[config.mk]
export PLATFORM = sky130hd
export DESIGN_NAME = lcd_irq
export DESIGN_NICKNAME = d
export VERILOG_FILES = /design/src/verilog/lcd_pkg.sv /design/src/verilog/lcd_irq.sv
export SDC_FILE = /design/constraint.sdc
export NUM_CORES = 1
export LEC_CHECK = 0
export BUFFER_PORTS_ARGS = -buffer_cell sky130_fd_sc_hd__buf_2
export CORE_AREA = 3 3 40 42
export CTS_CLUSTER_SIZE = 40
export DETAILED_ROUTE_END_ITERATION = 6
export DIE_AREA = 0 0 43 45
export PLACE_DENSITY = 0.49
export SLEW_MARGIN = 0
export SYNTH_ARGS = -nofsm -noshare
export SYNTH_HDL_FRONTEND = slang
export SYNTH_SLANG_ARGS = --single-unit
[constraint.sdc]
create_clock -name clock -period 2.8 [get_ports clock]
set_clock_uncertainty 0.05 [all_clocks]
set_input_delay 0.42 -clock clock [delete_from_list [all_inputs] [get_ports clock]]
set_output_delay 0.42 -clock clock [all_outputs]
set_load 0.05 [all_outputs]
[src/verilog/lcd_pkg.sv]
package lcd_pkg;

   ////////////////////////////////////////
   // Widths that carry a meaning
   ////////////////////////////////////////
   typedef logic [7:0]  byte_t;
   typedef logic [15:0] cpu_addr_t;
   typedef logic [12:0] vram_addr_t;
   typedef logic [8:0]  dot_t;
   typedef logic [7:0]  line_t;
   typedef logic [1:0]  shade_t;

   // STAT mode flag encoding
   typedef enum logic [1:0] {
      MODE_HBLANK   = 2'd0,
      MODE_VBLANK   = 2'd1,
      MODE_OAM      = 2'd2,
      MODE_TRANSFER = 2'd3
   } lcd_mode_t;

   // Background fetcher steps
   typedef enum logic [2:0] {
      FETCH_IDLE,
      FETCH_MAP,
      FETCH_LOW,
      FETCH_HIGH,
      FETCH_READY
   } fetch_state_t;

   ////////////////////////////////////////
   // Raster timing, in dots and lines
   ////////////////////////////////////////
   localparam int DOTS_PER_LINE   = 456;
   localparam int LINES_PER_FRAME = 154;
   localparam int VISIBLE_LINES   = 144;
   localparam int VISIBLE_PIXELS  = 160;
   localparam int OAM_DOTS        = 80;
   localparam int TRANSFER_DOTS   = 172;
   // System clocks per dot
   localparam int DOT_DIV         = 2;

   ////////////////////////////////////////
   // Bus map and reset values
   ////////////////////////////////////////
   localparam cpu_addr_t ADDR_LCDC = 16'hFF40;
   localparam cpu_addr_t ADDR_STAT = 16'hFF41;
   localparam cpu_addr_t ADDR_SCY  = 16'hFF42;
   localparam cpu_addr_t ADDR_SCX  = 16'hFF43;
   localparam cpu_addr_t ADDR_LY   = 16'hFF44;
   localparam cpu_addr_t ADDR_LYC  = 16'hFF45;
   localparam cpu_addr_t ADDR_BGP  = 16'hFF47;

   localparam cpu_addr_t VRAM_BASE = 16'h8000;
   localparam cpu_addr_t VRAM_END  = 16'h9FFF;

   // Offsets inside VRAM, i.e. 0x9800/0x9C00 and 0x8000/0x9000 on the bus
   localparam vram_addr_t MAP0_BASE           = 13'h1800;
   localparam vram_addr_t MAP1_BASE           = 13'h1C00;
   localparam vram_addr_t TILES_UNSIGNED_BASE = 13'h0000;
   localparam vram_addr_t TILES_SIGNED_BASE   = 13'h1000;

   localparam byte_t LCDC_RESET = 8'h91;
   localparam byte_t BGP_RESET  = 8'hE4;
   localparam byte_t OPEN_BUS   = 8'hFF;

endpackage
[src/verilog/lcd_irq.sv]
`timescale 1ns/1ps

module lcd_irq
   import lcd_pkg::*;
(
   input  logic       clock,
   input  logic       reset,
   input  lcd_mode_t  mode,
   input  logic       lyc_match,
   input  dot_t       dot,
   input  logic [3:0] stat_enables,
   input  logic       int_vblank_ack,
   input  logic       int_lcdc_ack,
   output logic       int_vblank_req,
   output logic       int_lcdc_req
);

   lcd_mode_t mode_q;
   logic      lyc_hit_q;
   logic      lyc_hit;
   logic      enter_hblank;
   logic      enter_vblank;
   logic      enter_oam;
   logic      stat_set;

   // Mode entry edges
   assign enter_hblank = (mode == MODE_HBLANK) && (mode_q != MODE_HBLANK);
   assign enter_vblank = (mode == MODE_VBLANK) && (mode_q != MODE_VBLANK);
   assign enter_oam    = (mode == MODE_OAM) && (mode_q != MODE_OAM);

   // LYC compare is sampled at the start of a line
   assign lyc_hit = lyc_match && (dot == '0);

   assign stat_set = (enter_hblank && stat_enables[0]) ||
                     (enter_vblank && stat_enables[1]) ||
                     (enter_oam && stat_enables[2]) ||
                     (lyc_hit && !lyc_hit_q && stat_enables[3]);

   // Sticky requests, a new event beats a same-cycle ack
   always_ff @(posedge clock) begin
      if (reset) begin
         mode_q         <= MODE_HBLANK;
         lyc_hit_q      <= 1'b0;
         int_vblank_req <= 1'b0;
         int_lcdc_req   <= 1'b0;
      end else begin
         mode_q    <= mode;
         lyc_hit_q <= lyc_hit;
         if (enter_vblank) begin
            int_vblank_req <= 1'b1;
         end else if (int_vblank_ack) begin
            int_vblank_req <= 1'b0;
         end
         if (stat_set) begin
            int_lcdc_req <= 1'b1;
         end else if (int_lcdc_ack) begin
            int_lcdc_req <= 1'b0;
         end
      end
   end

endmodule

; ---- Yosys cells after proc, flatten, opt, wreduce, memory -nomap -nowiden
; Cells that the tools add are included.
[totals]
output_inout_bits = 2
n_memories = 0
word_cells = 30
mem_bits_ro = 0
ff_bits = 5
inputBits = 20
mem_bits_rw = 0
latchBits = 0
[op_classes]
n_bitwise = 0
n_lt_le_gt_ge = 0
mul = 0
n_shift = 0
div_mod_pow = 0
eq_ne = 4
reduce_logical = 18
n_addsub = 0
muxes = 4
[op_table]
columns = cell, n
row1 = 1-bit logical AND, 9
row2 = 9-bit zero test, 1
row3 = 2-bit nonzero test, 3
row4 = 1-bit two-way mux, 4
row5 = 1-bit logical OR, 3
row6 = "2-bit by 1-bit == test with 1-bit output, second input constant", 1
row7 = "2-bit == test, second input constant", 1
row8 = 2-bit zero test, 1
row9 = "2-bit by 1-bit inequality test with 1-bit output, second input constant", 1
row10 = "2-bit inequality test, second input constant", 1
row11 = 1-bit zero test, 1

; ---- Longest topological paths before layout
[depth]
ltp_word = 7
mapped_depth = 4
depth_no_buf = 4

; ---- Worst setup path after synthesis
; No wires, ideal clock.
[synth_path]
path_type = register -> output
startpoint = register int_lcdc_req
endpoint = output int_lcdc_req
path_stages_with_launch = 1
t_arrival_ns = 0.602
path_slack_ns = 1.728
required_ns = 2.330
cell_sequence = dfxtp_1
[synth_lines]
columns = element, line
row1 = "start, declared", lcd_irq.sv:15  ; output logic int_lcdc_req
row2 = "start signal, assigned", lcd_irq.sv:45  ; int_lcdc_req <= 1'b0;
row3 = "start signal, assigned", lcd_irq.sv:55  ; int_lcdc_req <= 1'b1;
row4 = "start signal, assigned", lcd_irq.sv:57  ; int_lcdc_req <= 1'b0;
; No word-level cell between the ends.

; ---- Final worst setup path
[layout_path]
startpoint = register int_lcdc_req
endpoint = output int_lcdc_req
; No word-level cell between the ends.

==> impl_metrics.ini <==
[status]
status = complete, no violations

[cts]
h-tree-depth = 1
cts_resized = 0
cts_made_buffers = 3
post_cts_buffers = 0
clk_latency_ns = 0.24
cts_buffer_depth = 2
cts_sinks = 5
ctsHoldBuffers = 0
cts_tree = yes
clkTransAtPathRegs_ns = 0.05
root_buffer = clkbuf_4

[global_routing]
grt_pass1_vias = 238
grt.overflow.total = 0
grt_max_degree = 6
track_usage_pct = 6.839
grt_pass1_wl_microns = 890
grt_antenna_before_repair = 0

[detailed_routing]
drc = 0
ant_nets = 0
wl_microns = 569
drtIter0Drc = 4
viasPerCell = 4.156
vias = 266
wire_per_inst_microns = 8.891
drt_first_pass_iters = 4

[floorplanning]
core_area_sq_um = 1285
io_pins = 22
rows = 13
initial_core_util_pct = 17.23
fp.dieH_microns = 45
die-area_sq_um = 1935
die_w_microns = 43

[timing]
layout_min_cycle_time_ns = 1.306
setup_violations = 0
holdWs_ns = 0.3364
grt_setup_unrepaired = false
hold_violations = 0
period_share_pct = 46.63
report.final.slew_viol_count = 0
tightest_slew_ns = 0.2964
fmax_mhz = 765.9
slew-limit-headroom_pct = 80.24
finalSetupTns_ns = 0

[cells_and_area]
nets = 70
final_cell_mix = 21 x buf_2, 5 x dfxtp_1, 4 x nor2b_1
layout-area-overhead-vs-synth_pct = 67.80
final_layout_size_suffix_gt1_share_pct = 53.06
instances_no_fill = 64
diodes = 0
final_common_cell = buf_2
fin_util_pct = 28.92

[place]
io_buffers = 21
routabilityCongestion = 0.7426
dp_cells = 60
hpwlAfterDp_microns = 460.9

[synthesis]
yosys.area.top_type = dfxtp_1
ys_seq_area_share_pct = 45.20
netlist_area_sq_um = 221.5
synthTopCellsByArea = dfxtp_1 45%, nor2b_1 11%, a211oi_2 5.6%
ys_types = 13
syn_inst = 24
synth_seq_cells = 5
syn-num-nets = 44
yosys.area.top_type_share_pct = 45.20
yosysWarningCount = 0
syn_avg_cell_area_sq_um = 9.228

[power_and_ir_drop]
irDropWorstVdd_uv = 234.6
finalPower_uw = 194.9
p_leak_uw = 0.0001858
power.density_nw_per_um2 = 524.6

[setup_path]
worstPathCellList = buf_2
path_depth = 1
worstPathRequired_ns = 2.33
crit_family = flip-flops
arrival_ns = 0.84
rr_worst_depth = 4
crit_buf_inv = 1
worstPathMaxFanout = 2
startpoint_type = flop
cp_slowest_cell = dfxtp_1
crit_type = flop to output port
cp_slowest_stage_delay_ns = 0.32
end_kind = output port

[min_path]
worstHoldPathCells = 2
min_path_type = primary input to flop

[run]
maxCapViolations = 0
through the flow:
stage	instance area (sq um)	setup WS, ns
2_1_floorplan	221.5	1.728
4_1_cts	371.6	1.495
3_3_place_gp	345.3	1.554
6_report	371.6	1.494
3_5_place_dp	345.3	1.532
5_1_grt	371.6	1.473
layer usage:
metal | wire [microns] | GRT usage, % | vias to the layer above
met5 | 0 | 0 | -
met4 | 10 | 3.614 | 0
met3 | 139 | 6.773 | 2
met2 | 181 | 8.982 | 25
met1 | 238 | 7.022 | 102
li1 | - | - | 137
worst paths after layout:
| path | slack [ns] | to | startpoint |
|---|---|---|---|
| setup / recovery | 1.49 | int_lcdc_req | int_lcdc_req |
| hold / removal | 0.34 | mode_q[0] | reset |
| setup reg to reg | 1.72 | int_lcdc_req | mode_q[0] |
| hold reg to reg | 0.44 | int_lcdc_req | lyc_hit_q |
cell families (layout without fill, tap and decap cells):
family                 after synthesis  in the layout  synth area share, %
AND/OR/NAND/NOR                     10             10                25.99
buffers and inverters                3             28                5.084
AO/OA/AOI/OAI                        6              6                23.73
flip-flops                           5              5                45.20
cell usage after synthesis:
| library cell | n |
|---|---|
| a211oi_2 | 1 |
| a222oi_1 | 1 |
| and4_1 | 1 |
| dfxtp_1 | 5 |
| inv_1 | 3 |
| nand2_1 | 1 |
| nor2_1 | 2 |
| nor2b_1 | 4 |
| nor4_1 | 2 |
| o21ai_0 | 1 |
| o21ba_2 | 1 |
| o22ai_1 | 1 |
| o2bb2ai_1 | 1 |
where the power goes:
part	internal, uW	switching [uW]
clock network	54.0	32.1
logic	16.1	16.0
registers	74.8	1.80
total	145	50.0
flip-flops by register name, summed over array words and instances, names as in the netlist:
name,cells
mode_q,2
int_lcdc_req,1
int_vblank_req,1
lyc_hit_q,1
final cells by class:
type / count / area, sq um
multi-input combinational: 16 / 110.1
clock buffer: 4 / 26.28
fill: 133 / 913.4
sequential: 5 / 100.1
timing repair buffer: 21 / 105.1
tap: 15 / 18.77
inverter: 3 / 11.26
No activity file was read; power rests on OpenSTA's default activity.
