--- src/verilog/lcd_pkg.sv ---
package lcd_pkg;

   ////////////////////////////////////////
   // Widths that carry a meaning
   ////////////////////////////////////////
   typedef logic [7:0]  byte_t;
   typedef logic [15:0] cpu_addr_t;
   typedef logic [12:0] vram_addr_t;
   typedef logic [8:0]  dot_t;
   typedef logic [7:0]  line_t;
   typedef logic [1:0]  shade_t;

   // STAT mode flag encoding
   typedef enum logic [1:0] {
      MODE_HBLANK   = 2'd0,
      MODE_VBLANK   = 2'd1,
      MODE_OAM      = 2'd2,
      MODE_TRANSFER = 2'd3
   } lcd_mode_t;

   // Background fetcher steps
   typedef enum logic [2:0] {
      FETCH_IDLE,
      FETCH_MAP,
      FETCH_LOW,
      FETCH_HIGH,
      FETCH_READY
   } fetch_state_t;

   ////////////////////////////////////////
   // Raster timing, in dots and lines
   ////////////////////////////////////////
   localparam int DOTS_PER_LINE   = 456;
   localparam int LINES_PER_FRAME = 154;
   localparam int VISIBLE_LINES   = 144;
   localparam int VISIBLE_PIXELS  = 160;
   localparam int OAM_DOTS        = 80;
   localparam int TRANSFER_DOTS   = 172;
   // System clocks per dot
   localparam int DOT_DIV         = 2;

   ////////////////////////////////////////
   // Bus map and reset values
   ////////////////////////////////////////
   localparam cpu_addr_t ADDR_LCDC = 16'hFF40;
   localparam cpu_addr_t ADDR_STAT = 16'hFF41;
   localparam cpu_addr_t ADDR_SCY  = 16'hFF42;
   localparam cpu_addr_t ADDR_SCX  = 16'hFF43;
   localparam cpu_addr_t ADDR_LY   = 16'hFF44;
   localparam cpu_addr_t ADDR_LYC  = 16'hFF45;
   localparam cpu_addr_t ADDR_BGP  = 16'hFF47;

   localparam cpu_addr_t VRAM_BASE = 16'h8000;
   localparam cpu_addr_t VRAM_END  = 16'h9FFF;

   // Offsets inside VRAM, i.e. 0x9800/0x9C00 and 0x8000/0x9000 on the bus
   localparam vram_addr_t MAP0_BASE           = 13'h1800;
   localparam vram_addr_t MAP1_BASE           = 13'h1C00;
   localparam vram_addr_t TILES_UNSIGNED_BASE = 13'h0000;
   localparam vram_addr_t TILES_SIGNED_BASE   = 13'h1000;

   localparam byte_t LCDC_RESET = 8'h91;
   localparam byte_t BGP_RESET  = 8'hE4;
   localparam byte_t OPEN_BUS   = 8'hFF;

endpackage
--- src/verilog/lcd_timing.sv ---
`timescale 1ns/1ps

module lcd_timing
   import lcd_pkg::*;
(
   input  logic      clock,
   input  logic      reset,
   input  logic      lcd_on,
   output logic      dot_tick,
   output dot_t      dot,
   output line_t     ly,
   output lcd_mode_t mode,
   output logic      hsync,
   output logic      vsync
);

   logic [3:0] div_cnt;
   logic       line_end;

   ////////////////////////////////////////
   // Dot clock divider
   ////////////////////////////////////////
   always_ff @(posedge clock) begin
      if (reset || !lcd_on) begin
         div_cnt <= '0;
      end else if (div_cnt == 4'(DOT_DIV - 1)) begin
         div_cnt <= '0;
      end else begin
         div_cnt <= div_cnt + 4'd1;
      end
   end

   assign dot_tick = lcd_on && (div_cnt == 4'(DOT_DIV - 1));
   assign line_end = (dot == dot_t'(DOTS_PER_LINE - 1));

   // Raster position, parked at 0,0 while the panel is off
   always_ff @(posedge clock) begin
      if (reset || !lcd_on) begin
         dot <= '0;
         ly  <= '0;
      end else if (dot_tick) begin
         if (line_end) begin
            dot <= '0;
            // Wrap after the last V-Blank line
            if (ly == line_t'(LINES_PER_FRAME - 1)) begin
               ly <= '0;
            end else begin
               ly <= ly + 8'd1;
            end
         end else begin
            dot <= dot + 9'd1;
         end
      end
   end

   // Mode windows follow the position directly
   always_comb begin
      if (!lcd_on) begin
         mode = MODE_HBLANK;
      end else if (ly >= line_t'(VISIBLE_LINES)) begin
         mode = MODE_VBLANK;
      end else if (dot < dot_t'(OAM_DOTS)) begin
         mode = MODE_OAM;
      end else if (dot < dot_t'(OAM_DOTS + TRANSFER_DOTS)) begin
         mode = MODE_TRANSFER;
      end else begin
         mode = MODE_HBLANK;
      end
   end

   // Sync pulses in the tail of each line and the blanking lines
   assign hsync = (dot >= dot_t'(OAM_DOTS + TRANSFER_DOTS + VISIBLE_PIXELS));
   assign vsync = (ly >= line_t'(VISIBLE_LINES));

endmodule

--- config.mk ---
export PLATFORM = sky130hd
export DESIGN_NAME = lcd_timing
export DESIGN_NICKNAME = d
export VERILOG_FILES = /design/src/verilog/lcd_pkg.sv /design/src/verilog/lcd_timing.sv
export SDC_FILE = /design/constraint.sdc
export NUM_CORES = 1
export LEC_CHECK = 0
export BUFFER_PORTS_ARGS = -buffer_cell sky130_fd_sc_hd__buf_4
export CORE_MARGIN = 1.5
export CORE_UTILIZATION = 51
export CTS_BUF_LIST = sky130_fd_sc_hd__clkbuf_16
export CTS_CLUSTER_SIZE = 10
export DETAILED_ROUTE_END_ITERATION = 7
export PLACE_DENSITY = 0.76
export SLEW_MARGIN = 20
export SYNTH_ARGS = -nofsm -noshare
export SYNTH_HDL_FRONTEND = slang
export SYNTH_SLANG_ARGS = --single-unit
export TNS_END_PERCENT = 5
--- constraint.sdc ---
create_clock -name clock -period 2.6 [get_ports clock]
set_input_delay 0.52 -clock clock [delete_from_list [all_inputs] [get_ports clock]]
set_output_delay 0.52 -clock clock [all_outputs]
set_load 0.005 [all_outputs]
== Yosys cells after proc, flatten, opt, wreduce, memory -nomap -nowiden ==
Index checks and enable logic that the tools add are counted.

* Add/subtract/negate cells: 3
* Equal/unequal tests: 3
* Order comparisons: 4
* Muxes and demuxes: 6
* Reductions and logical operators: 5

{| class="wikitable"
|+ Operators with widths
! kind !! number
|-
| 9-bit by 1-bit adder with 9-bit output (second input constant) || 1
|-
| 9-bit == test (second input constant) || 1
|-
| 9-bit greater-or-equal comparator (second input constant) || 1
|-
| 9-bit by 7-bit < comparator with 1-bit output (second input constant) || 1
|-
| 9-bit by 8-bit < comparator with 1-bit output (second input constant) || 1
|-
| 9-bit two-way mux || 1
|-
| 8-bit by 1-bit adder with 8-bit output (second input constant) || 1
|-
| 8-bit == test (second input constant) || 1
|-
| 8-bit greater-or-equal comparator (second input constant) || 1
|-
| 2-bit two-way mux || 4
|-
| 8-bit two-way mux || 1
|-
| 4-bit by 1-bit adder with 4-bit output (second input constant) || 1
|-
| 4-bit by 1-bit == test with 1-bit output (second input constant) || 1
|-
| 2-bit AND reduction || 1
|-
| 2-bit OR reduction || 1
|-
| 1-bit logical AND || 1
|-
| 1-bit logical NOT || 1
|-
| 1-bit logical OR || 1
|}

* Input bits: 3
* Register bits after elaboration: 21
* Word-level logic and storage cells: 24

== Logic depth before layout (Yosys ltp) ==
* Depth after elaboration: 5
* Gate-level depth with buffers: 8
* Mapped depth without buffers: 7

== Worst setup path after synthesis ==
No wires, ideal clock.

* Path kind: register to register
* From: reg div_cnt[0]
* To: reg ly[6]
* Stages on the path, launching flop included: 8
* Required time: 2,526 ps
* Path slack: 549 ps
* Period minus slack after synthesis: 2,051 ps
* Buffers on the path: 2
* Library setup time: 74 ps
* Arrival: 1,977 ps
* Cells stage by stage: dfxtp_1 ha_1 nand4bb_1 clkbuf_1 or4_4 buf_6 or4_1 o21ai_0

* Cells in the longest elaborated chain, start to end: 3

{| class="wikitable"
|+ RTL lines
! element !! RTL line !! source
|-
| start, declared || lcd_timing.sv:17 || <nowiki>logic [3:0] div_cnt;</nowiki>
|-
| start signal, assigned || lcd_timing.sv:29 || <nowiki>div_cnt <= div_cnt + 4'd1;</nowiki>
|-
| 4-bit by 1-bit == test with 1-bit output || lcd_timing.sv:33 || <nowiki>assign dot_tick = lcd_on && (div_cnt == 4'(DOT_DIV - 1));</nowiki>
|-
| 1-bit logical AND || lcd_timing.sv:33 ||
|-
| 2-bit AND reduction (no source line) || n/a ||
|-
| end signal, assigned || lcd_timing.sv:48 || <nowiki>ly <= ly + 8'd1;</nowiki>
|-
| end, declared || lcd_timing.sv:11 || <nowiki>output line_t ly,</nowiki>
|}

Every way passes these cells.
A chain may end at the register's enable or synchronous reset.

== Final worst setup path ==
* From: reg div_cnt[0]
* To: reg ly[7]

Same word-level chain as after synthesis.

==> summary.txt <==
Clock tree
  – CTS Buf Count: 3
  – Clock Tree Root: clkbuf_16
  – Clk_lat worst skew: 250 ps
  – Hold Buf Count CTS: 0
  – Max Root-Sink Buffers: 2
  – Post-CTS resize count: 0
  – Clk sinks: 21
  – Worst-path clk slew: 60 ps
  – CTS tree: built
  – H-tree depth: 1
  – Postcts setup bufs: 0

Yosys
  – YS warnings: 0
  – Ys async rst share: 0%
  – Synth top area cells: dfxtp_1 (38%), ha_1 (6.8%), nor2_1 (5.8%)
  – Synthesized area per cell: 8.30 um^2
  – Synth Flop Type: dfxtp_1
  – Most common library cells after synthesis: dfxtp_1 (21), nor2_1 (17), nand2_1 (13), a21oi_1 (8), nand3_1 (8)
  – Synthesized area: 1100 um^2
  – Synth area leader: dfxtp_1
  – Number of synthesized flops with an enable pin: 0
  – Cell with the most instances after synthesis: dfxtp_1
  – Syn_nets: 141
  – Share of the synthesized area in the top cell type: 38.4%
  – Synth cell types: 31
  – Post-Synthesis Cells: 132
  – Sequential element share of the synthesized area: 38.4%
  – Synthesized flop and latch total: 21

Detailed routing
  – Vias per std cell: 5.65
  – Post-route ant nets: 0
  – DR vias: 1045
  – Initial drt markers: 24
  – Final WL: 2470 um
  – DRC Markers: 0
  – DR WL/cell: 13.3 um
  – DR pass1 iterations: 4

Finish
  – N_diodes: 0
  – Layout area overhead: 25.7%
  – Final-stage net count: 168
  – Share of cells above drive strength 1: 19.6%
  – Layout Cells excl Fill: 185

Placed design
  – Port Buffers: 24
  – Final HPWL DP: 1740 um
  – Placed insts: 181
  – RePlAce Congestion: 0.815

Die
  – Die width: 49.4 um
  – Full die area: 2440 um^2
  – I/O pins: 25
  – Initial core utilization: 54.7%
  – Row Count: 16
  – Core ar.: 2000 um^2
  – Die H: 49.4 um

Worst setup path
  – Arr. time, crit path: 2400 ps
  – Worst reg2reg startpoint: div_cnt[0]
  – CP Launch Point: div_cnt[0]
  – Setup crit end kind: register
  – Max FO, Critical Path: 11
  – Worst EP required: 2780 ps
  – Crit path kind: register to register
  – Startpoint Class: register

Timing
  – Crit path time final: 2220 ps
  – Max-slew violations: 0
  – Fin Setup TNS: 0 ps
  – Setup Skew: 3.30 ps
  – Achievable Freq: 451 MHz
  – Part of the cycle the worst path needs: 85.2%
  – Final Hold Viols: 0
  – RSZ-0062 raised after global routing: false
  – Hold slack: 467 ps
  – Slew @ Worst Pin: 492 ps
  – Slew headroom: 67.2%
  – Final setup fails: 0

Min path
  – HP Class: register to register
  – Hold Startpoint: div_cnt[0]

Global route
  – Total GRT Usage: 22.9%
  – Aggregate global routing overflow: 0
  – Initial antenna violation count: 0
  – First-pass GRT wire length: 4330 um
  – Largest net degree at the start of global routing: 13
  – Vias in the first global route: 950

Power and ir drop
  – Pwr dens: 487 nW/um^2
  – Leakage: 0.000516 uW
  – Maximum vdd drop: 340 uV

Flow run
  – Max-Cap Viols: 0

Outcome
  – Outcome: finished clean
## critical path: stages, from the launching register on
cell,delay (ps)
dfxtp_1,380
ha_1,180
nand4bb_1,300
or4_4,710
or4_1,490
o21ai_0,80
## metrics by stage
| stage | util (%) | setup slack (ps) | total power, uW | cell area [um^2] |
|---|---|---|---|---|
| 4_1_cts | 68.8 | 387 | 675 | 1380 |
| 3_3_place_gp | 64.9 | 443 | 355 | 1300 |
| 6_report | 68.8 | 384 | 671 | 1380 |
| 3_5_place_dp | 64.9 | 340 | 356 | 1300 |
| 2_1_floorplan | - | 549 | 346 | 1100 |
| 5_1_grt | 68.8 | 205 | 692 | 1380 |
## layout by cell type (no fill, tap or decap), types with 6 or more instances in the layout
cell	n
buf_4	25
dfxtp_1	21
nor2_1	17
nand2_1	13
nand3_1	8
a21oi_1	8
o21ai_0	7
inv_1	6
xnor2_1	6
ha_1	6
## power by group
part	leakage (uW)	total, uW	switching (uW)	internal [uW]
Clock	0.0000423	322	117	205
Sequential	0.000169	326	1.92	324
Combinational	0.000304	22.9	14.3	8.58
## final timing paths
kind,slack (ps),cells after the start,endpoint
worst max register to register,380,5,ly[7]
worst max-delay path,380,5,ly[7]
worst min register to register,470,1,div_cnt[0]
worst min-delay path,470,1,div_cnt[0]
## flip-flops by register name, summed over array words and instances (netlist names)
signal / cells
div_cnt: 4
ly: 8
dot: 9
## layer usage
metal	up-vias	track usage, %	wire (um)
met5	-	0	0
met4	0	5.71	28
met2	26	34.7	1190
met3	4	6.75	115
li1	521	-	-
met1	494	31.9	1140
## final cells by class
cell class                 instances  area, um^2
multi-input combinational        103         638
sequential                        21         420
tap                               27        33.8
fill                             181         624
clock inverter                     1        3.75
timing repair buffer              25         188
inverter                           5        18.8
clock buffer                       3        75.1
## logic make-up (layout without fill, tap and decap cells)
group,Yosys count,in the layout,share of synthesized area (%)
and+or+nand+nor,66,66,32.2
adders and majority gates,6,6,6.85
buffers and inverters,8,34,3.43
xor gates and xnor gates,9,9,7.19
AOI/OAI and AO/OA,22,22,12.0
DFF,21,21,38.4
Note: power is estimated with default switching activity, not from simulation.
