==> config.mk <==
export PLATFORM = sky130hd
export DESIGN_NAME = lcd_regs
export DESIGN_NICKNAME = d
export VERILOG_FILES = /design/src/verilog/lcd_pkg.sv /design/src/verilog/lcd_regs.sv
export SDC_FILE = /design/constraint.sdc
export NUM_CORES = 1
export LEC_CHECK = 0
export ABC_AREA = 1
export BUFFER_PORTS_ARGS = -buffer_cell sky130_fd_sc_hd__buf_2
export CAP_MARGIN = 20
export CORE_ASPECT_RATIO = 2
export CORE_MARGIN = 10
export CORE_UTILIZATION = 52
export DETAILED_ROUTE_END_ITERATION = 12
export GPL_ROUTABILITY_DRIVEN = 1
export PLACE_DENSITY = 0.9
export SETUP_SLACK_MARGIN = 0.15
export SYNTH_ARGS = -nofsm -noshare
export SYNTH_HDL_FRONTEND = slang
export SYNTH_SLANG_ARGS = --single-unit
==> constraint.sdc <==
create_clock -name clock -period 1.63 [get_ports clock]
set_input_delay 0.163 -clock clock [delete_from_list [all_inputs] [get_ports clock]]
set_output_delay 0.163 -clock clock [all_outputs]
set_load 0.05 [all_outputs]
==> src/verilog/lcd_pkg.sv <==
package lcd_pkg;

   ////////////////////////////////////////
   // Widths that carry a meaning
   ////////////////////////////////////////
   typedef logic [7:0]  byte_t;
   typedef logic [15:0] cpu_addr_t;
   typedef logic [12:0] vram_addr_t;
   typedef logic [8:0]  dot_t;
   typedef logic [7:0]  line_t;
   typedef logic [1:0]  shade_t;

   // STAT mode flag encoding
   typedef enum logic [1:0] {
      MODE_HBLANK   = 2'd0,
      MODE_VBLANK   = 2'd1,
      MODE_OAM      = 2'd2,
      MODE_TRANSFER = 2'd3
   } lcd_mode_t;

   // Background fetcher steps
   typedef enum logic [2:0] {
      FETCH_IDLE,
      FETCH_MAP,
      FETCH_LOW,
      FETCH_HIGH,
      FETCH_READY
   } fetch_state_t;

   ////////////////////////////////////////
   // Raster timing, in dots and lines
   ////////////////////////////////////////
   localparam int DOTS_PER_LINE   = 456;
   localparam int LINES_PER_FRAME = 154;
   localparam int VISIBLE_LINES   = 144;
   localparam int VISIBLE_PIXELS  = 160;
   localparam int OAM_DOTS        = 80;
   localparam int TRANSFER_DOTS   = 172;
   // System clocks per dot
   localparam int DOT_DIV         = 2;

   ////////////////////////////////////////
   // Bus map and reset values
   ////////////////////////////////////////
   localparam cpu_addr_t ADDR_LCDC = 16'hFF40;
   localparam cpu_addr_t ADDR_STAT = 16'hFF41;
   localparam cpu_addr_t ADDR_SCY  = 16'hFF42;
   localparam cpu_addr_t ADDR_SCX  = 16'hFF43;
   localparam cpu_addr_t ADDR_LY   = 16'hFF44;
   localparam cpu_addr_t ADDR_LYC  = 16'hFF45;
   localparam cpu_addr_t ADDR_BGP  = 16'hFF47;

   localparam cpu_addr_t VRAM_BASE = 16'h8000;
   localparam cpu_addr_t VRAM_END  = 16'h9FFF;

   // Offsets inside VRAM, i.e. 0x9800/0x9C00 and 0x8000/0x9000 on the bus
   localparam vram_addr_t MAP0_BASE           = 13'h1800;
   localparam vram_addr_t MAP1_BASE           = 13'h1C00;
   localparam vram_addr_t TILES_UNSIGNED_BASE = 13'h0000;
   localparam vram_addr_t TILES_SIGNED_BASE   = 13'h1000;

   localparam byte_t LCDC_RESET = 8'h91;
   localparam byte_t BGP_RESET  = 8'hE4;
   localparam byte_t OPEN_BUS   = 8'hFF;

endpackage
==> src/verilog/lcd_regs.sv <==
`timescale 1ns/1ps

module lcd_regs
   import lcd_pkg::*;
(
   input  logic      clock,
   input  logic      reset,
   input  logic      reg_sel,
   input  logic      rd_n,
   input  logic      wr_n,
   input  cpu_addr_t addr,
   input  byte_t     wdata,
   input  lcd_mode_t mode,
   input  line_t     ly,
   output byte_t     reg_rdata,
   output logic      lcd_on,
   output logic      map_sel,
   output logic      tile_sel,
   output logic      bg_on,
   output byte_t     scx,
   output byte_t     scy,
   output byte_t     lyc,
   output byte_t     bgp,
   output logic [3:0] stat_enables,
   output logic      lyc_match
);

   byte_t      lcdc;
   // STAT bits 7..3, the only writable part
   logic [4:0] stat_hi;
   byte_t      stat;

   // Coincidence flag
   assign lyc_match = (ly == lyc);

   // Upper bits, coincidence, live mode
   assign stat = {stat_hi, lyc_match, mode};

   // LCDC fields used by the datapath
   // Bits 6, 5, 2 and 1 are stored for read back only
   assign lcd_on   = lcdc[7];
   assign tile_sel = lcdc[4];
   assign map_sel  = lcdc[3];
   assign bg_on    = lcdc[0];

   // HBlank, VBlank, OAM, LYC sources
   assign stat_enables = stat_hi[3:0];

   ////////////////////////////////////////
   // Register writes
   ////////////////////////////////////////
   always_ff @(posedge clock) begin
      if (reset) begin
         lcdc    <= LCDC_RESET;
         stat_hi <= '0;
         scy     <= '0;
         scx     <= '0;
         lyc     <= '0;
         bgp     <= BGP_RESET;
      end else if (reg_sel && !wr_n) begin
         case (addr)
            ADDR_LCDC: lcdc <= wdata;
            // Mode and coincidence bits stay read-only
            ADDR_STAT: stat_hi <= wdata[7:3];
            ADDR_SCY:  scy <= wdata;
            ADDR_SCX:  scx <= wdata;
            ADDR_LYC:  lyc <= wdata;
            ADDR_BGP:  bgp <= wdata;
            default: ;
         endcase
      end
   end

   // Read data, one clock behind the request
   always_ff @(posedge clock) begin
      if (reg_sel && !rd_n) begin
         case (addr)
            ADDR_LCDC: reg_rdata <= lcdc;
            ADDR_STAT: reg_rdata <= stat;
            ADDR_SCY:  reg_rdata <= scy;
            ADDR_SCX:  reg_rdata <= scx;
            ADDR_LY:   reg_rdata <= ly;
            ADDR_LYC:  reg_rdata <= lyc;
            ADDR_BGP:  reg_rdata <= bgp;
            default:   reg_rdata <= OPEN_BUS;
         endcase
      end
   end

endmodule

Yosys cells after proc, flatten, opt, wreduce, memory -nomap -nowiden
Cells that the tools add are included.
{ "classes": {"n_eq_ne": 8, "muxes": 1, "reduce_logical": 10} }
{ "ops": {"columns": ["operator", "n"], "rows": [
  ["$eq A16 B16 Y1 const B", 7],
  ["$pmux W8 S7", 1],
  ["$reduce_and A2 Y1", 6],
  ["$eq A8 B8 Y1", 1],
  ["$logic_and A1 B1 Y1", 2],
  ["$logic_not A1 Y1", 2]
]} }
{ "word_totals": {"in_bits": 39, "regBits": 53, "word_cells": 26, "output_inout_bits": 49} }

Longest topological paths before layout
{ "logic_depth": {"ltp_word": 3, "mapped_depth": 10, "mapped_depth_nobuf": 9} }

Worst setup path before layout
OpenSTA, ideal clock, no wires.
{ "synth_path": {"path_type": "register to register", "from": "reg lyc[7]", "to": "reg reg_rdata[2] (data pin)", "synth_period_minus_slack_ps": 2035, "slack_ps": -405, "setup_ps": 137, "arrival_time_ps": 1898, "t_required_ps": 1493, "path_stages_with_launch": 9, "n_path_buf": 0, "cell_sequence": "dfxtp_1 inv_1 nand2_1 nand2_1 nor2_1 nand2_1 nor2_1 a21oi_1 nand3_1"} }
{ "synth_via": {"elab_chain_cells": 2} }
{ "synth_rtl": {"columns": ["element", "line", "rtl"], "rows": [
  ["start, declared", "lcd_regs.sv:22", "output byte_t lyc,"],
  ["start signal, assigned", "lcd_regs.sv:67", "ADDR_LYC: lyc <= wdata;"],
  ["$eq A8 B8 Y1", "lcd_regs.sv:34", "assign lyc_match = (ly == lyc);"],
  ["named net lyc_match", "lcd_regs.sv:25", "output logic lyc_match"],
  ["$pmux W8 S7", "lcd_regs.sv:77", "case (addr)"],
  ["end signal, assigned", "lcd_regs.sv:78", "ADDR_LCDC: reg_rdata <= lcdc;"],
  ["end signal, assigned", "lcd_regs.sv:79", "ADDR_STAT: reg_rdata <= stat;"],
  ["end signal, assigned", "lcd_regs.sv:80", "ADDR_SCY: reg_rdata <= scy;"],
  ["end, declared", "lcd_regs.sv:15", "output byte_t reg_rdata,"]
]} }
The timed path passes the listed nets, and every way through them passes these cells.
A chain may end at the register's enable or synchronous reset.

Worst setup path after layout
{ "layout_path": {"from": "reg lyc[1]", "to": "out lyc_match"} }
{ "layout_via": {"elab_chain_cells": 1} }
{ "layout_rtl": {"columns": ["element", "line"], "rows": [
  ["$eq A8 B8 Y1", "lcd_regs.sv:34"],
  ["end, declared", "lcd_regs.sv:25"]
]} }
No other way between the ends.

==> results_dict.tcl <==
set metrics [dict create \
    outcome "complete, no violations" \
    holdCritPathClass "in -> reg" \
    num_io_pins 88 \
    drc_errors 0 \
    required_ns 1.47 \
    period_needed_ns 1.53 \
    avgRoutedWirePerCell_um 16.3 \
    seq_area_frac_synth_pct 38.4 \
    r2r_cells 10 \
    fin_cells 577 \
    fin_skew_ns 0.00928 \
    final_common_cell "nand2_1" \
    criticalPathCategory "reg -> out" \
    syn_to_final_growth_pct 24.0 \
    critPathLaunchType "flip-flop" \
    rsz0062_at_grt "yes" \
    drtAntennaViolNets 0 \
    antenna_found_initial 0 \
    drtIter0Drc 222 \
    grtUsageMet3_pct 4.14 \
    core_area_um2 5470 \
    drive_above_1_share_pct 30.9 \
    cts.sinks 53 \
    ir_worst_vdd_mv 0.809 \
    grt_pass1_wl_mm 14.8 \
    finalPower_mw 2.46 \
    drt-total-wl_mm 9.42 \
    initial_utilization_pct 54.3 \
    cts_tree "yes" \
    ctsHoldBuffers 0 \
    drt_first_pass_iters 6 \
    met2_usage_pct 34.1 \
    synthDistinctLibCells 29 \
    max_cap_violations 0 \
    fin_setup_tns_ns 0 \
    num_antenna_cells 0 \
    hold_path_depth 3 \
    grt_usage_pct 19.5 \
    clk_path_buf_depth 2 \
    numCtsBuffers 5 \
    overflow 0 \
    grt_pass1_vias 3021 \
    cellPowerDensity_nw_per_um2 669 \
    globalplace.congestion 0.908 \
    io_buffers 87 \
    top_usage_layer "met2" \
    final_cell_mix "112 x nand2_1, 86 x buf_2, 66 x nand3_1" \
    end_kind "output port" \
    yosysWarnings 0 \
    via_per_inst 5.54 \
    grt_max_degree 41 \
    ctsRootBufferMaster "clkbuf_8" \
    die_w_um 73.5 \
    clk_pin_slew_ns 0.10 \
    layout.nets 555 \
    relSlewSlack_pct 68.1 \
    crit_fanout 4 \
    p_leak_nw 1.86 \
    syn_area_per_cell_um2 7.06 \
    slew_violations 0 \
    ys_ff_latch 53 \
    clock_latency_ns 0.31 \
    die_height_um 127 \
    synthCells 421 \
    tightest_slew_ns 0.478 \
    htree_levels 2 \
    hpwl_mm 7.31 \
    finalCritPeriodShare_pct 93.7 \
    synth.cell_area_um2 2970 \
    row_count 38 \
    finalSetupViolCount 0 \
    hold_viol 0 \
    die-area_um2 9320 \
    synth_nets 460 \
    vias 3199 \
    fmax_mhz 655 \
    grtUsageMet1_pct 20.1 \
    critPathArrivalTime_ns 1.36 \
    dp.cells 558 \
]
==> report_power, final <==
part | leakage (nW) | internal, mW | switching (mW)
combinational | 1.35 | 0.0713 | 0.168
sequential | 0.455 | 1.33 | 0.00250
clock | 0.0518 | 0.453 | 0.440
total | 1.86 | 1.85 | 0.610
==> cell type report <==
type | instances | area, µm²
Timing Repair Buffer | 104 | 598
Multi-Input combinational cell | 314 | 1590
Fill cell | 481 | 1780
Tap cell | 60 | 75.1
Inverter | 38 | 156
Sequential cell | 53 | 1160
Clock inverter | 3 | 41.3
Clock buffer | 5 | 68.8
==> synth_stat cells <==
master | instances | area share, %
o21ai_1 | 9 | 1.5
buf_2 | 2 | 0.34
nand2_4 | 2 | 0.76
edfxtp_1 | 8 | 8.1
dfxtp_1 | 45 | 30
nand2_2 | 4 | 0.84
inv_4 | 1 | 0.21
nand2_1 | 113 | 14
buf_4 | 9 | 2.3
and2_1 | 1 | 0.21
nor2_2 | 2 | 0.42
nor2_8 | 5 | 3.4
inv_1 | 28 | 3.5
a21oi_1 | 33 | 5.6
nand3_4 | 3 | 1.8
clkinv_2 | 1 | 0.17
nand3_1 | 66 | 11
inv_2 | 5 | 0.63
clkbuf_1 | 4 | 0.51
clkinv_4 | 2 | 0.59
buf_6 | 1 | 0.38
o2111ai_1 | 1 | 0.29
o21ai_0 | 7 | 1.2
nor2_4 | 8 | 3.0
nand2_8 | 1 | 0.67
clkinv_1 | 1 | 0.13
nand4_1 | 2 | 0.42
nand3_2 | 1 | 0.34
nor2_1 | 56 | 7.1
==> critical path, cell delays in order (launching register included) <==
cell and delay (ns):
dfxtp_2 0.36, nand2_1 0.05, inv_1 0.08, nor2_1 0.06, nor2_1 0.09, nand2_1 0.10
nor2_4 0.14, buf_8 0.16
==> per-layer routing <==
metal | vias up | routed length [µm] | share of wire (%)
li1 | 1547 | - | -
met1 | 1438 | 3070 | 33
met2 | 172 | 5020 | 53
met5 | - | 0 | 0
met4 | 0 | 516 | 5.5
met3 | 42 | 815 | 8.7
==> registers in the layout, indices dropped and copies added (netlist names) <==
register   flops
bgp            8
lcdc           8
lyc            8
reg_rdata      8
scx            8
scy            8
stat_hi        5
==> logic make-up after synthesis <==
| logic type | after synthesis | share of synthesized area [%] |
|---|---|---|
| compound gates | 50 | 8.55 |
| simple gates | 264 | 44.3 |
| flops | 53 | 38.4 |
| buf+inv | 54 | 8.76 |
==> through the flow <==
step	setup WS (ns)	hold WS, ns	util [%]	area, µm²
2_1_floorplan	0.186	0.276	-	2990
3_3_place_gp	0.0931	0.441	63.4	3470
3_5_place_dp	0.0553	0.453	63.4	3470
4_1_cts	0.136	0.134	66.7	3650
5_1_grt	0.0112	0.147	67.4	3680
6_report	0.103	0.139	67.4	3680
==> final timing paths <==
path,start,to,slack [ns]
worst min register to register,lcdc[1],lcdc[1],0.46
worst max register to register,lyc[1],reg_rdata[2],0.12
worst min-delay path,wdata[2],lyc[2],0.14
worst max-delay path,lyc[1],lyc_match,0.10
==> timing repair <==
action / in CTS / in global routing
buffers inserted: 8 / 3
setup endpoints to repair: 1 / 1
hold endpoints to repair: 0 / 0
gates resized for setup: 4 / 6
cloned: 0 / 0
pin swaps: 5 / 8
(Power assumes the default switching activity.)
